--- src/uart_cmd_params.svh ---
`ifndef UART_CMD_PARAMS_SVH
`define UART_CMD_PARAMS_SVH
`default_nettype none

// clock cycles per serial bit, kept small for simulation
`define UART_CLKS_PER_BIT 8

// start, 8 data, parity, stop
`define UART_FRAME_BITS 11

// bit times allowed before a reply start bit
`define UART_RX_TIMEOUT_BITS 24

`default_nettype wire
`endif

--- src/uart_frame_pkg.sv ---
`include "uart_cmd_params.svh"
`default_nettype none

package uart_frame_pkg;

  // payload bits left after start, parity and stop
  localparam int UART_DATA_BITS = `UART_FRAME_BITS - 3;

  typedef logic [UART_DATA_BITS-1:0] uart_byte_t;

  typedef enum logic [2:0] {
    TX_IDLE,
    TX_START,
    TX_DATA,
    TX_PARITY,
    TX_STOP
  } tx_state_e;

  typedef enum logic [2:0] {
    RX_IDLE,
    RX_START,
    RX_DATA,
    RX_PARITY,
    RX_STOP
  } rx_state_e;

endpackage

`default_nettype wire

--- src/uart_cmd_pkg.sv ---
`default_nettype none

package uart_cmd_pkg;

  import uart_frame_pkg::*;

  typedef enum logic {
    OP_WRITE = 1'b0,
    OP_READ  = 1'b1
  } cmd_op_e;

  // host command word, op in bit 15
  typedef struct packed {
    cmd_op_e    op;
    logic [6:0] addr;
    uart_byte_t wdata;
  } uart_cmd_t;

  // err sits above the returned byte
  typedef struct packed {
    logic       err;
    uart_byte_t data;
  } read_result_t;

  typedef enum logic [2:0] {
    C_IDLE,
    C_SEND_HDR,
    C_SEND_DATA,
    C_WAIT_REPLY,
    C_RECV
  } ctrl_state_e;

endpackage

`default_nettype wire

--- src/uart_cmd_ifs.sv ---
`timescale 1ns/1ps
`default_nettype none

// controller to transmitter
interface uart_tx_if import uart_frame_pkg::*; ();
  logic       start;
  logic       busy;
  logic       done;
  uart_byte_t data;

  modport ctrl (output start, output data, input busy, input done);
  modport tx (input start, input data, output busy, output done);
endinterface

// receiver to controller
interface uart_rx_if import uart_frame_pkg::*; ();
  logic       enable;
  logic       start_seen;
  logic       valid;
  logic       parity_err;
  logic       frame_err;
  uart_byte_t data;

  modport ctrl (output enable, input start_seen, input valid, input data,
                input parity_err, input frame_err);
  modport rx (input enable, output start_seen, output valid, output data,
              output parity_err, output frame_err);
endinterface

`default_nettype wire

--- src/uart_tx.sv ---
`timescale 1ns/1ps
`include "uart_cmd_params.svh"
`default_nettype none

module uart_tx import uart_frame_pkg::*; (
  input  logic  clk,
  input  logic  rst_n,
  uart_tx_if.tx tx_bus,
  output logic  tx
);

  localparam int CNT_W = $clog2(`UART_CLKS_PER_BIT);
  localparam int IDX_W = $clog2(UART_DATA_BITS);

  tx_state_e        state;
  logic [CNT_W-1:0] bit_cnt;
  logic [IDX_W-1:0] bit_idx;
  uart_byte_t       data_q;
  logic             bit_end;
  logic             parity;

  assign bit_end = (bit_cnt == CNT_W'(`UART_CLKS_PER_BIT - 1));
  // odd parity over the latched byte
  assign parity = ~^data_q;

  always_ff @(posedge clk or negedge rst_n) begin
    if (!rst_n) begin
      state         <= TX_IDLE;
      bit_cnt       <= '0;
      bit_idx       <= '0;
      tx            <= 1'b1;
      tx_bus.busy   <= 1'b0;
      tx_bus.done   <= 1'b0;
    end else begin
      tx_bus.done <= 1'b0;
      if (state != TX_IDLE) begin
        bit_cnt <= bit_end ? '0 : bit_cnt + 1'b1;
      end
      case (state)
        TX_IDLE: begin
          if (tx_bus.start) begin
            state       <= TX_START;
            bit_cnt     <= '0;
            tx          <= 1'b0;
            tx_bus.busy <= 1'b1;
          end
        end
        TX_START: begin
          if (bit_end) begin
            state   <= TX_DATA;
            bit_idx <= '0;
            tx      <= data_q[0];
          end
        end
        TX_DATA: begin
          if (bit_end) begin
            if (bit_idx == IDX_W'(UART_DATA_BITS - 1)) begin
              state <= TX_PARITY;
              tx    <= parity;
            end else begin
              bit_idx <= bit_idx + 1'b1;
              tx      <= data_q[bit_idx + 1'b1];
            end
          end
        end
        TX_PARITY: begin
          if (bit_end) begin
            state <= TX_STOP;
            tx    <= 1'b1;
          end
        end
        TX_STOP: begin
          if (bit_end) begin
            state       <= TX_IDLE;
            tx_bus.busy <= 1'b0;
            tx_bus.done <= 1'b1;
          end
        end
        default: state <= TX_IDLE;
      endcase
    end
  end

  always_ff @(posedge clk) begin
    if (state == TX_IDLE && tx_bus.start) begin
      data_q <= tx_bus.data;
    end
  end

endmodule

`default_nettype wire

--- src/uart_rx.sv ---
`timescale 1ns/1ps
`include "uart_cmd_params.svh"
`default_nettype none

module uart_rx import uart_frame_pkg::*; (
  input  logic  clk,
  input  logic  rst_n,
  input  logic  rx,
  uart_rx_if.rx rx_bus
);

  localparam int CNT_W = $clog2(`UART_CLKS_PER_BIT);
  localparam int IDX_W = $clog2(UART_DATA_BITS);
  localparam int HALF  = `UART_CLKS_PER_BIT / 2;

  rx_state_e        state;
  logic [CNT_W-1:0] bit_cnt;
  logic [IDX_W-1:0] bit_idx;
  logic             rx_meta;
  logic             rx_sync;
  logic             rx_prev;
  logic             fall;
  logic             mid_start;
  logic             bit_end;
  logic             par_q;
  uart_byte_t       shreg;

  // two-flop synchronizer plus one for edge detect
  always_ff @(posedge clk or negedge rst_n) begin
    if (!rst_n) begin
      rx_meta <= 1'b1;
      rx_sync <= 1'b1;
      rx_prev <= 1'b1;
    end else begin
      rx_meta <= rx;
      rx_sync <= rx_meta;
      rx_prev <= rx_sync;
    end
  end

  assign fall      = rx_prev & ~rx_sync;
  assign mid_start = (bit_cnt == CNT_W'(HALF - 1));
  assign bit_end   = (bit_cnt == CNT_W'(`UART_CLKS_PER_BIT - 1));
  assign rx_bus.data = shreg;

  always_ff @(posedge clk or negedge rst_n) begin
    if (!rst_n) begin
      state             <= RX_IDLE;
      bit_cnt           <= '0;
      bit_idx           <= '0;
      rx_bus.start_seen <= 1'b0;
      rx_bus.valid      <= 1'b0;
    end else begin
      rx_bus.start_seen <= 1'b0;
      rx_bus.valid      <= 1'b0;
      bit_cnt           <= bit_end ? '0 : bit_cnt + 1'b1;
      case (state)
        RX_IDLE: begin
          bit_cnt <= '0;
          if (rx_bus.enable && fall) begin
            state <= RX_START;
          end
        end
        RX_START: begin
          if (mid_start) begin
            bit_cnt <= '0;
            if (!rx_sync) begin
              state             <= RX_DATA;
              bit_idx           <= '0;
              rx_bus.start_seen <= 1'b1;
            end else begin
              // glitch, not a start bit
              state <= RX_IDLE;
            end
          end
        end
        RX_DATA: begin
          if (bit_end) begin
            bit_idx <= bit_idx + 1'b1;
            if (bit_idx == IDX_W'(UART_DATA_BITS - 1)) begin
              state <= RX_PARITY;
            end
          end
        end
        RX_PARITY: begin
          if (bit_end) begin
            state <= RX_STOP;
          end
        end
        RX_STOP: begin
          if (bit_end) begin
            state        <= RX_IDLE;
            rx_bus.valid <= 1'b1;
          end
        end
        default: state <= RX_IDLE;
      endcase
    end
  end

  // mid-bit sampling of payload, parity and stop
  always_ff @(posedge clk) begin
    if (state == RX_DATA && bit_end) begin
      shreg <= {rx_sync, shreg[UART_DATA_BITS-1:1]};
    end
    if (state == RX_PARITY && bit_end) begin
      par_q <= rx_sync;
    end
    if (state == RX_STOP && bit_end) begin
      rx_bus.parity_err <= ~(^{shreg, par_q});
      rx_bus.frame_err  <= ~rx_sync;
    end
  end

endmodule

`default_nettype wire

--- src/uart_cmd_ctrl.sv ---
`timescale 1ns/1ps
`include "uart_cmd_params.svh"
`default_nettype none

module uart_cmd_ctrl
  import uart_frame_pkg::*;
  import uart_cmd_pkg::*;
(
  input  logic         clk,
  input  logic         rst_n,
  input  uart_cmd_t    cmd_in,
  input  logic         cmd_vld,
  output logic         cmd_rdy,
  output logic         read_rdy,
  output read_result_t read_data,
  uart_tx_if.ctrl      tx_bus,
  uart_rx_if.ctrl      rx_bus
);

  localparam int TMO_CYCLES = `UART_RX_TIMEOUT_BITS * `UART_CLKS_PER_BIT;
  localparam int TMO_W      = $clog2(TMO_CYCLES);

  ctrl_state_e      state;
  uart_cmd_t        cmd_q;
  uart_byte_t       hdr_byte;
  logic             hdr_pend;
  logic [TMO_W-1:0] tmo_cnt;
  logic             accept;
  logic             tmo_fire;
  logic             rx_fire;

  assign cmd_rdy  = (state == C_IDLE);
  assign accept   = cmd_vld && cmd_rdy;
  assign hdr_byte = uart_byte_t'({cmd_q.op, cmd_q.addr});

  // header goes first, wdata only in the data phase
  assign tx_bus.data   = (state == C_SEND_DATA) ? cmd_q.wdata : hdr_byte;
  assign rx_bus.enable = (state == C_WAIT_REPLY) || (state == C_RECV);

  // start_seen wins over an expiring counter
  assign tmo_fire = (state == C_WAIT_REPLY) && !rx_bus.start_seen &&
                    (tmo_cnt == TMO_W'(TMO_CYCLES - 1));
  assign rx_fire  = (state == C_RECV) && rx_bus.valid;

  always_ff @(posedge clk or negedge rst_n) begin
    if (!rst_n) begin
      state        <= C_IDLE;
      hdr_pend     <= 1'b0;
      tmo_cnt      <= '0;
      tx_bus.start <= 1'b0;
      read_rdy     <= 1'b0;
    end else begin
      tx_bus.start <= 1'b0;
      read_rdy     <= tmo_fire || rx_fire;
      case (state)
        C_IDLE: begin
          if (accept) begin
            state    <= C_SEND_HDR;
            hdr_pend <= 1'b1;
          end
        end
        C_SEND_HDR: begin
          if (hdr_pend) begin
            if (!tx_bus.busy) begin
              tx_bus.start <= 1'b1;
              hdr_pend     <= 1'b0;
            end
          end else if (tx_bus.done) begin
            if (cmd_q.op == OP_READ) begin
              state   <= C_WAIT_REPLY;
              tmo_cnt <= '0;
            end else begin
              // back-to-back start keeps the 2-cycle gap
              state        <= C_SEND_DATA;
              tx_bus.start <= 1'b1;
            end
          end
        end
        C_SEND_DATA: begin
          if (tx_bus.done) begin
            state <= C_IDLE;
          end
        end
        C_WAIT_REPLY: begin
          if (rx_bus.start_seen) begin
            state <= C_RECV;
          end else if (tmo_fire) begin
            state <= C_IDLE;
          end else begin
            tmo_cnt <= tmo_cnt + 1'b1;
          end
        end
        C_RECV: begin
          if (rx_bus.valid) begin
            state <= C_IDLE;
          end
        end
        default: state <= C_IDLE;
      endcase
    end
  end

  always_ff @(posedge clk) begin
    if (accept) begin
      cmd_q <= cmd_in;
    end
    if (tmo_fire) begin
      read_data <= '{err: 1'b1, data: '0};
    end else if (rx_fire) begin
      read_data <= '{err: rx_bus.parity_err | rx_bus.frame_err, data: rx_bus.data};
    end
  end

endmodule

`default_nettype wire

--- src/uart_cmd_top.sv ---
`timescale 1ns/1ps
`default_nettype none

module uart_cmd_top import uart_cmd_pkg::*; (
  input  logic        clk,
  input  logic        rst_n,
  input  logic [15:0] cmd_in,
  input  logic        cmd_vld,
  input  logic        rx,
  output logic        cmd_rdy,
  output logic        tx,
  output logic        read_rdy,
  output logic [8:0]  read_data
);

  uart_cmd_t    cmd_s;
  read_result_t rdata_s;

  uart_tx_if tx_bus ();
  uart_rx_if rx_bus ();

  assign cmd_s     = uart_cmd_t'(cmd_in);
  assign read_data = 9'(rdata_s);

  uart_cmd_ctrl u_ctrl (
    .clk       (clk),
    .rst_n     (rst_n),
    .cmd_in    (cmd_s),
    .cmd_vld   (cmd_vld),
    .cmd_rdy   (cmd_rdy),
    .read_rdy  (read_rdy),
    .read_data (rdata_s),
    .tx_bus    (tx_bus.ctrl),
    .rx_bus    (rx_bus.ctrl)
  );

  uart_tx u_tx (
    .clk    (clk),
    .rst_n  (rst_n),
    .tx_bus (tx_bus.tx),
    .tx     (tx)
  );

  uart_rx u_rx (
    .clk    (clk),
    .rst_n  (rst_n),
    .rx     (rx),
    .rx_bus (rx_bus.rx)
  );

endmodule

`default_nettype wire

--- config.mk ---
export PLATFORM = sky130hd
export DESIGN_NAME = uart_cmd_top
export DESIGN_NICKNAME = d
export VERILOG_FILES = /design/src/uart_frame_pkg.sv /design/src/uart_cmd_pkg.sv /design/src/uart_cmd_ifs.sv /design/src/uart_tx.sv /design/src/uart_rx.sv /design/src/uart_cmd_ctrl.sv /design/src/uart_cmd_top.sv
export VERILOG_INCLUDE_DIRS = /design/src
export SDC_FILE = /design/constraint.sdc
export NUM_CORES = 1
export LEC_CHECK = 0
export ABC_AREA = 1
export BUFFER_PORTS_ARGS = -buffer_cell sky130_fd_sc_hd__buf_2
export CORE_AREA = 3 3 107 109
export DETAILED_ROUTE_END_ITERATION = 12
export DIE_AREA = 0 0 110 112
export PLACE_DENSITY = 0.59
export SYNTH_ARGS = -nofsm -noshare
export SYNTH_HDL_FRONTEND = slang
export SYNTH_HIERARCHICAL = 1
export SYNTH_SLANG_ARGS = --single-unit
export TNS_END_PERCENT = 30
--- constraint.sdc ---
create_clock -name clk -period 5.1 [get_ports clk]
set_input_delay 0.51 -clock clk [delete_from_list [all_inputs] [get_ports clk]]
set_output_delay 0.51 -clock clk [all_outputs]
set_load 0.02 [all_outputs]
==> results of run 1 <==
-- worst paths after layout --
path                            slack [ns]                 to             from
worst min register to register        0.36       u_rx/rx_sync     u_rx/rx_meta
min in group asynchronous             0.26    u_tx/bit_idx[1]            rst_n
worst min-delay path                  0.23       u_rx/rx_meta               rx
max in group asynchronous             4.26  u_ctrl/tmo_cnt[7]            rst_n
worst max-delay path                  3.18            cmd_rdy  u_ctrl/state[1]
worst max register to register        3.33     u_tx/data_q[7]    u_tx/state[2]
-- cells by family after synthesis --
kind of cell	count (synthesis)
flip-flops	84
adder cells (fa/ha/maj)	12
AND/OR/NAND/NOR	278
multiplexers	7
buffers and inverters	74
AO/OA/AOI/OAI	25
XOR/XNOR	8
-- flip-flops by register name (all words and copies together), names as in the netlist, 8 cells and up --
register / count
u_ctrl/read_data: 9
u_ctrl/tmo_cnt: 8
u_rx/rx_bus.data: 8
u_tx/data_q: 8
u_ctrl/cmd_q: 16
-- layout by cell type, fill, tap and decap left out, types with 2 or more instances in the layout --
master,Yosys,final
nand2_1,179,179
inv_1,63,63
dfrtp_1,36,36
edfxtp_1,35,35
nand3_1,33,33
buf_2,2,31
nor2_1,31,31
ha_1,12,12
nand2_2,11,11
clkbuf_8,0,9
o21ai_0,9,9
dfxtp_1,9,9
nor2_2,8,8
o21ai_1,8,8
mux2_2,7,7
xor2_1,6,6
inv_2,5,5
nor2_4,4,4
dfstp_2,4,4
clkinv_2,1,3
nand3_2,3,3
a21oi_1,3,3
nor3_1,3,3
clkbuf_1,0,2
bufinv_16,0,2
nand2_4,2,2
xnor2_1,2,2
nand4_1,2,2
o211ai_1,2,2
-- power breakdown --
part,total (mW),switching (mW),internal [mW]
clock network,0.511,0.237,0.274
registers,0.933,0.0977,0.835
logic,0.702,0.456,0.247
total,2.15,0.790,1.36
-- per-stage QoR --
step / cell area (µm²) / hold slack [ns]
floorplan: 4210 / 0.214
global placement: 4520 / 0.346
detailed placement: 4520 / 0.348
CTS: 4730 / 0.206
global route: 4730 / 0.205
finish: 4730 / 0.229
-- metal layers --
metal,vias to the layer above,wire (µm),GRT usage
li1,1607,-,-
met1,1449,3710,0.183
met2,31,3500,0.212
met3,10,237,0.0371
met4,0,121,0.0599
met5,-,0,0
-- cell type report --
cell class	count	area (µm²)	area share
clock inverter	5	77.6	0.0164
tap	140	175	0.0371
timing repair buffer	32	163	0.0344
clock buffer	11	131	0.0278
sequential	84	2240	0.473
multi-input combinational	330	1680	0.355
inverter	70	267	0.0564
-- Yosys cell counts, types with 3 or more instances --
cell type and instances:
nor2_2 8, ha_1 12, dfxtp_1 9, mux2_2 7
nor2_4 4, nand2_2 11, dfrtp_1 36, edfxtp_1 35
inv_2 5, a21oi_1 3, o21ai_1 8, nand2_1 179
o21ai_0 9, nand3_1 33, nand3_2 3, inv_1 63
xor2_1 6, nor2_1 31, dfstp_2 4, nor3_1 3
==> results by group, run 1 <==
Status
  • Status: completed

Setup path
  • Slowest CP cell: dfrtp_1
  • Crit-path leading delay family: flip-flops
  • CP cell instances: nor2_2 -> nand2_1 -> inv_1 -> buf_2
  • Crit path buf inv count: 2
  • Depth of the most critical reg-to-reg path: 5
  • CP Max Fanout: 8
  • Levels on crit path: 4
  • Largest stage delay on the critical path: 0.47 ns
  • Worst EP required: 4.59 ns
  • Critical Path Start Type: register
  • Crit. End Element: primary output
  • Arrival time at the worst endpoint: 1.41 ns
  • CP Class: register to primary output

STA
  • Achievable Freq: 0.521 GHz
  • Final setup viols: 0
  • Clock Skews: 0.00964 ns
  • Worst-margin pin slew: 0.912 ns
  • Final Hold Violating Endpoints: 0
  • Worst Setup Slack, final: 3.18 ns
  • Final worst path period need: 1.92 ns
  • Fin crit share: 0.376
  • Slew HR: 0.392
  • Final setup TNS: 0 ns
  • Slew Limit Fails: 0
  • RSZ-0062 raised after global routing: false

Clock tree
  • H-tree depth: 3
  • Worst skew pair latency: 0.37 ns
  • TritonCTS clock tree: yes
  • Clk root buf: clkbuf_8
  • Setup Buffers After CTS: 0
  • Cts bufs inserted: 9
  • Clock slew at reported path FFs: 0.08 ns
  • CTS Buffer Depth: 2
  • CTS sink cnt: 84
  • Post-CTS Hold Buffers: 0
  • Gates resized, CTS repair: 0

Final layout
  • # nets final: 559
  • Antenna diodes: 0
  • Filler Cell Count: 1054
  • Post-layout instance count excluding filler cells: 672
  • Area grow syn2layout: 12.3%
  • Fin util: 0.442
  • Fraction of layout cells with a size suffix above 1: 0.179

Yosys
  • Synthesized net count: 520
  • Post-Syn Area: 0.00421 mm²
  • Synth Area in Compound Gates: 0.0330
  • Dominant synthesized flop cell: dfrtp_1
  • Synth async-reset ratio: 0.476
  • Syn Area/Cell: 8.63 µm²
  • Largest family of logic cells by synthesized area: simple AND/OR/NAND/NOR gates
  • EDFF count, synth: 35
  • Sequential cell area fraction in the yosys report: 0.532
  • Area leader, netlist: edfxtp_1
  • Yosys warnings: 6
  • Top cells by area, synth: edfxtp_1 (25%), dfrtp_1 (21%), nand2_1 (16%)
  • Synth Register Bits: 84
  • Post-synthesis adder-cell area fraction: 0.0357
  • Fraction of synthesized area in multiplexers: 0.0187
  • Synth Area in Simple Gates: 0.294
  • Post-synth cell types: 34
  • Synth Area in XOR/XNOR: 0.0166
  • Number of cells produced by synthesis: 488
  • Top-area cell type share of the netlist area: 0.250

Route
  • Vias per cell: 4.61
  • Final WL: 7560 µm
  • Drt drc: 0
  • Final ANT Viol Nets: 0
  • 1st-pass router iterations: 4
  • Vias: 3097
  • DR iter-0 viols: 133
  • WL/cell: 11.3 µm

Floorplanning
  • Initial cell density of the core: 0.393
  • I/O Pins: 32
  • Die W: 110 µm
  • Die Ht: 112 µm
  • Rows: 38
  • Die area: 0.0123 mm²
  • Core area: 0.0107 mm²

Place
  • Port-buffer cells: 31
  • Placer Congestion: 0.812
  • DP Wirelength: 5500 µm
  • Placed insts: 656
  • DP Worst Slack: 3.34 ns

Flow run
  • Max-cap viol count: 0

Global routing
  • First-pass GRT wire length: 13400 µm
  • Vias in the first global route: 2985
  • Initial antenna violation count: 0
  • Total track usage: 0.138
  • Pin count of the biggest net entering global routing: 41
  • Overflow after GRT: 0

Worst hold path
  • Hold Crit Class: input port to register
  • Hold Crit Depth: 1

Pwr
  • Pwr dens: 454 mW/mm²
  • Max VDD drop: 0.172 mV
  • LEAKAGE: 2.37 nW
  • Final Power: 2.15 mW
No activity file was read; power rests on OpenSTA's default activity.
==> run 2: changes to the inputs <==
PLACE_DENSITY = 0.61   (was 0.59)
clock period = 1.57 ns   (was 5.1 ns; I/O delays follow)
==> run 2 against run 1 <==
Compared with the run above: sequential share of layout area shrank 3.0 points; sequential power grew to 3.2 times the previous value; via count grew 1.6%; setup slack worse by 3.1 ns; clock power rose to 3.0 times the previous value; global-route usage hardly changed; combinational power increased to 3.7 times the previous value; largest power group unchanged.
==> results by group, run 2 (synthesized netlist as in run 1, its figures left out) <==
Setup path
  • Largest stage delay on the critical path: 0.45 ns
  • Arrival time at the worst endpoint: 1.65 ns
  • Slowest CP cell: dfrtp_2
  • Critical Path Start Type: register
  • Crit. End Element: register
  • Crit path buf inv count: 2
  • Worst EP required: 1.69 ns
  • CP Class: register to register
  • Reg-to-Reg Start: u_ctrl/state[1]
  • CP dominant cell by count: buf_4
  • CP cell instances: buf_4 -> buf_4 -> nand2_2 -> mux2_2
  • CP Max Fanout: 9
  • Crit-path leading delay family: flip-flops
  • Crit. Startpoint: u_ctrl/state[1]

Clock tree
  • Clock slew at reported path FFs: 0.09 ns
  • Worst skew pair latency: 0.36 ns
  • Cts bufs inserted: 9
  • TritonCTS clock tree: yes
  • CTS sink cnt: 84
  • H-tree depth: 3
  • Clk root buf: clkbuf_8
  • CTS Buffer Depth: 2

STA
  • Final setup viols: 0
  • Achievable Freq: 0.651 GHz
  • Clock Skews: 0.00732 ns
  • Slew HR: 0.653
  • Fin crit share: 0.978
  • Final worst path period need: 1.54 ns
  • Final Hold Violating Endpoints: 0
  • Slew Limit Fails: 0
  • Worst Setup Slack, final: 0.0350 ns
  • Final setup TNS: 0 ns
  • RSZ-0062 raised after global routing: true
  • Worst-margin pin slew: 0.521 ns
  • Worst hold slack: 0.358 ns

Final layout
  • Post-route design area: 0.00506 mm²
  • Most common cell after layout, fill and taps aside: nand2_1
  • Area grow syn2layout: 20.2%
  • Max FFs per register: 16
  • Regs by FF count: u_ctrl/cmd_q: 16 flops, u_ctrl/read_data: 9 flops
  • Largest reg by FF count: u_ctrl/cmd_q
  • Fraction of layout cells with a size suffix above 1: 0.221
  • Filler Cell Count: 1017
  • Antenna diodes: 0
  • # nets final: 589
  • Most frequent cells in the layout: nand2_1 (174), inv_1 (62), edfxtp_1 (35)

Route
  • Met3 WL: 283 µm
  • Met2 routed WL: 3730 µm
  • Max Used Layer: met4
  • WL/cell: 11.2 µm
  • Final WL: 7860 µm
  • Final ANT Viol Nets: 0
  • Vias: 3148
  • DR iter-0 viols: 125
  • Vias per cell: 4.48
  • 1st-pass router iterations: 4
  • WL met1: 3690 µm
  • Drt drc: 0

Floorplanning
  • Initial cell density of the core: 0.393
  • Die W: 110 µm
  • Die area: 0.0123 mm²
  • Core area: 0.0107 mm²
  • Rows: 38
  • Die Ht: 112 µm
  • I/O Pins: 32

Global routing
  • Pin count of the biggest net entering global routing: 41
  • Overflow after GRT: 0
  • Vias in the first global route: 3015
  • Total track usage: 0.138
  • First-pass GRT wire length: 13400 µm
  • Initial antenna violation count: 0

Flow run
  • Max-cap viol count: 0

Pwr
  • LEAKAGE: 2.50 nW
  • Max VDD drop: 0.644 mV
  • Pwr dens: 1410 mW/mm²

Place
  • DP Wirelength: 5590 µm
  • DP Worst Slack: 0.0446 ns
  • Port-buffer cells: 31
  • Placer Congestion: 0.844
  • Placed inst area: 0.00461 mm²

Worst hold path
  • Min-delay src: cmd_vld
  • Hold Crit Class: input port to register

Status
  • Status: completed
run 2: cell types whose count changed in the layout (fill, tap and decap cells not counted), moves of 2 or more:
cell / previous run / this run
ha_2: 0 / 3
ha_1: 12 / 8
buf_4: 1 / 12
nand2_2: 11 / 15
inv_6: 0 / 2
dfrtp_2: 0 / 3
dfrtp_1: 36 / 33
dlygate4sd3_1: 0 / 18
nor2_4: 4 / 6
clkbuf_1: 2 / 0
nand2_1: 179 / 174
run 2: report_power, final:
| group | switching (mW) | internal [mW] |
|---|---|---|
| clock network | 0.797 | 0.742 |
| logic | 1.58 | 0.993 |
| registers | 0.309 | 2.72 |
| total | 2.68 | 4.45 |
run 2: stage by stage:
stage | utilization | instances | total power [mW]
6_report | 0.473 | 702 | 7.13
5_1_grt | 0.473 | 702 | 7.73
4_1_cts | 0.467 | 700 | 7.10
3_5_place_dp | 0.431 | 666 | 5.48
3_3_place_gp | 0.431 | 666 | 5.41
2_1_floorplan | - | 488 | 4.89
run 2: final cells by class:
cell class / count / area, µm² / area share
tap: 140 / 175 / 0.0346
sequential: 84 / 2240 / 0.443
inverter: 70 / 267 / 0.0527
clock buffer: 9 / 124 / 0.0245
multi-input combinational: 330 / 1730 / 0.342
timing repair buffer: 62 / 445 / 0.0881
clock inverter: 7 / 73.8 / 0.0146
run 2: worst min-delay path: stages:
cell and delay [ns]:
buf_2 0.07, inv_1 0.07, nor2_4 0.13, buf_12 0.16
run 2: worst paths after layout:
path	to	slack, ns	depth (start not counted)
worst min-delay path	u_ctrl/cmd_q[15]	0.36	4
max in group asynchronous	u_ctrl/state[2]	0.80	3
worst max register to register	u_tx/data_q[5]	0.03	4
worst max-delay path	u_tx/data_q[5]	0.03	4
worst min register to register	u_rx/rx_sync	0.36	0
min in group asynchronous	u_ctrl/read_rdy	0.38	3
run 2: what timing repair did:
| item | CTS | global route |
|---|---|---|
| hold endpoints to repair | 53 | 0 |
| setup endpoints to repair | 0 | 8 |
| hold buffers | 18 | 0 |
| resized for setup | 0 | 17 |
| setup buffers | 0 | 2 |
run 2: metal layers:
layer,GRT usage,vias to the layer above
met2,0.216,32
met1,0.181,1437
met3,0.0388,13
li1,-,1666
met4,0.0532,0
met5,0,-
==> run 3: changes to the inputs <==
CORE_AREA = 3 3 96 98   (was 3 3 107 109)
DIE_AREA = 0 0 99 101   (was 0 0 110 112)
GPL_ROUTABILITY_DRIVEN = 0   (was not set)
GPL_TIMING_DRIVEN = 0   (was not set)
PLACE_DENSITY = 0.73   (was 0.61)
==> run 3 against run 2 <==
Compared with the run above: power increased by 6.5%; flip-flop and latch count unchanged; setup slack lost 0.0051 ns; critical endpoint is now cmd_rdy; non-clock buffer count is 1 higher; highest routed layer unchanged; critical path type is now register to primary output; clock-buffer cell count is 1 higher.
==> results by group, run 3 (synthesized netlist as in run 1, its figures left out) <==
Final layout
  • Multi-input logic area: 0.00178 mm²
  • Most common cell after layout, fill and taps aside: nand2_1
  • Fraction of layout cells with a size suffix above 1: 0.234
  • Filler Cell Count: 701
  • Fin util: 0.599
  • Area grow syn2layout: 21.8%
  • # nets final: 590
  • Most frequent cells in the layout: nand2_1 (174), inv_1 (59), edfxtp_1 (35)
  • Post-route design area: 0.00512 mm²
  • Antenna diodes: 0
  • Regs by FF count: u_ctrl/cmd_q: 16 flops, u_ctrl/read_data: 9 flops
  • Max FFs per register: 16
  • Sequential Area: 0.00224 mm²
  • Largest reg by FF count: u_ctrl/cmd_q

STA
  • Worst-margin pin slew: 0.909 ns
  • Final setup viols: 0
  • Final worst path period need: 1.54 ns
  • Final setup TNS: 0 ns
  • Achievable Freq: 0.649 GHz
  • Fin crit share: 0.981
  • Final Hold Violating Endpoints: 0
  • Slew HR: 0.394
  • RSZ-0062 raised after global routing: true
  • Clock Skews: 0.00812 ns
  • Slew Limit Fails: 0

Floorplanning
  • Core area: 0.00855 mm²
  • Die Ht: 101 µm
  • Die W: 99 µm
  • Die area: 0.0100 mm²
  • Initial cell density of the core: 0.492
  • I/O Pins: 32
  • Rows: 34

Clock tree
  • Worst skew pair latency: 0.36 ns
  • TritonCTS clock tree: yes
  • Cts bufs inserted: 9
  • Clock slew at reported path FFs: 0.08 ns
  • Clk root buf: clkbuf_8
  • CTS Buffer Depth: 2
  • CTS sink cnt: 84
  • H-tree depth: 3

Pwr
  • LEAKAGE: 2.54 nW
  • Max VDD drop: 0.610 mV
  • Pwr dens: 1480 mW/mm²

Setup path
  • CP Max Fanout: 6
  • Crit-path leading delay family: flip-flops
  • Critical Path Start Type: register
  • Crit path buf inv count: 3
  • CP Class: register to primary output
  • Crit. Startpoint: u_ctrl/state[1]
  • Reg-to-Reg Start: u_ctrl/state[2]
  • Arrival time at the worst endpoint: 1.38 ns
  • Slowest CP cell: dfrtp_1
  • Worst EP required: 1.41 ns
  • Largest stage delay on the critical path: 0.39 ns
  • Crit. End Element: primary output
  • CP cell instances: buf_6 -> nor2_4 -> nand2_2 -> inv_1 -> buf_2

Worst hold path
  • Min-delay src: cmd_vld
  • Hold Crit Class: input port to register

Global routing
  • Pin count of the biggest net entering global routing: 41
  • Initial antenna violation count: 0
  • Vias in the first global route: 3116
  • First-pass GRT wire length: 13700 µm
  • Overflow after GRT: 0
  • Total track usage: 0.171

Route
  • DR iter-0 viols: 175
  • Vias per cell: 4.91
  • Final WL: 8290 µm
  • Drt drc: 0
  • WL/cell: 12.4 µm
  • Vias: 3292
  • 1st-pass router iterations: 5
  • Final ANT Viol Nets: 0

Flow run
  • Max-cap viol count: 0

Status
  • Status: completed

Place
  • Port-buffer cells: 31
  • Placed inst area: 0.00451 mm²
  • DP Wirelength: 5420 µm
-- run 3: worst paths after layout --
kind / endpoint / slack [ns] / depth (start not counted)
min in group asynchronous: u_tx/bit_idx[1] / 0.46 / 2
max in group asynchronous: u_ctrl/tmo_cnt[0] / 0.48 / 2
min: u_ctrl/cmd_q[1] / 0.36 / 4
max: cmd_rdy / 0.03 / 5
min reg2reg: u_rx/rx_sync / 0.36 / 0
max reg2reg: u_tx/data_q[5] / 0.05 / 3
-- run 3: area by class of cell --
class,instances,share of cell area
plain buffers,4,0.00562
clock buffers,10,0.0269
clock inverters,6,0.0217
inverters,70,0.0525
multi-input cells,330,0.347
flip-flops and latches,84,0.437
well taps,108,0.0264
repair buffers,59,0.0825
-- run 3: repair_timing --
| action | 4_1_cts | 5_1_grt |
|---|---|---|
| pin swaps | 0 | 12 |
| hold endpoints to repair | 53 | 0 |
| buffers inserted | 0 | 10 |
| hold buffers | 18 | 0 |
| endpoints found under the setup margin | 35 | 50 |
| resized for setup | 8 | 25 |
-- run 3: worst min-delay path, stage by stage --
cell,delay [ns]
buf_2,0.07
inv_1,0.07
nor2_4,0.12
buf_12,0.16
-- run 3: power breakdown --
part / switching, mW / internal, mW / total, mW
Sequential: 0.281 / 2.72 / 3.00
Combinational: 1.70 / 1.02 / 2.72
Clock: 0.782 / 1.10 / 1.88
-- run 3: through the flow --
step | setup slack [ns] | hold slack, ns | cells | power, mW
3_5_place_dp | -0.252 | 0.264 | 627 | 5.40
6_report | 0.0299 | 0.361 | 671 | 7.60
5_1_grt | -0.0616 | 0.346 | 671 | 8.14
4_1_cts | 0.00119 | 0.310 | 661 | 7.40
2_1_floorplan | 0.0135 | -0.139 | 488 | 4.89
3_3_place_gp | -0.195 | 0.264 | 627 | 5.30
-- run 3: layer usage --
| metal | vias to the layer above | routed length [µm] | GRT usage |
|---|---|---|---|
| met5 | - | 0 | 0 |
| met2 | 84 | 4200 | 0.295 |
| met1 | 1523 | 3560 | 0.204 |
| met3 | 12 | 398 | 0.0478 |
| met4 | 0 | 135 | 0.0651 |
| li1 | 1673 | - | - |
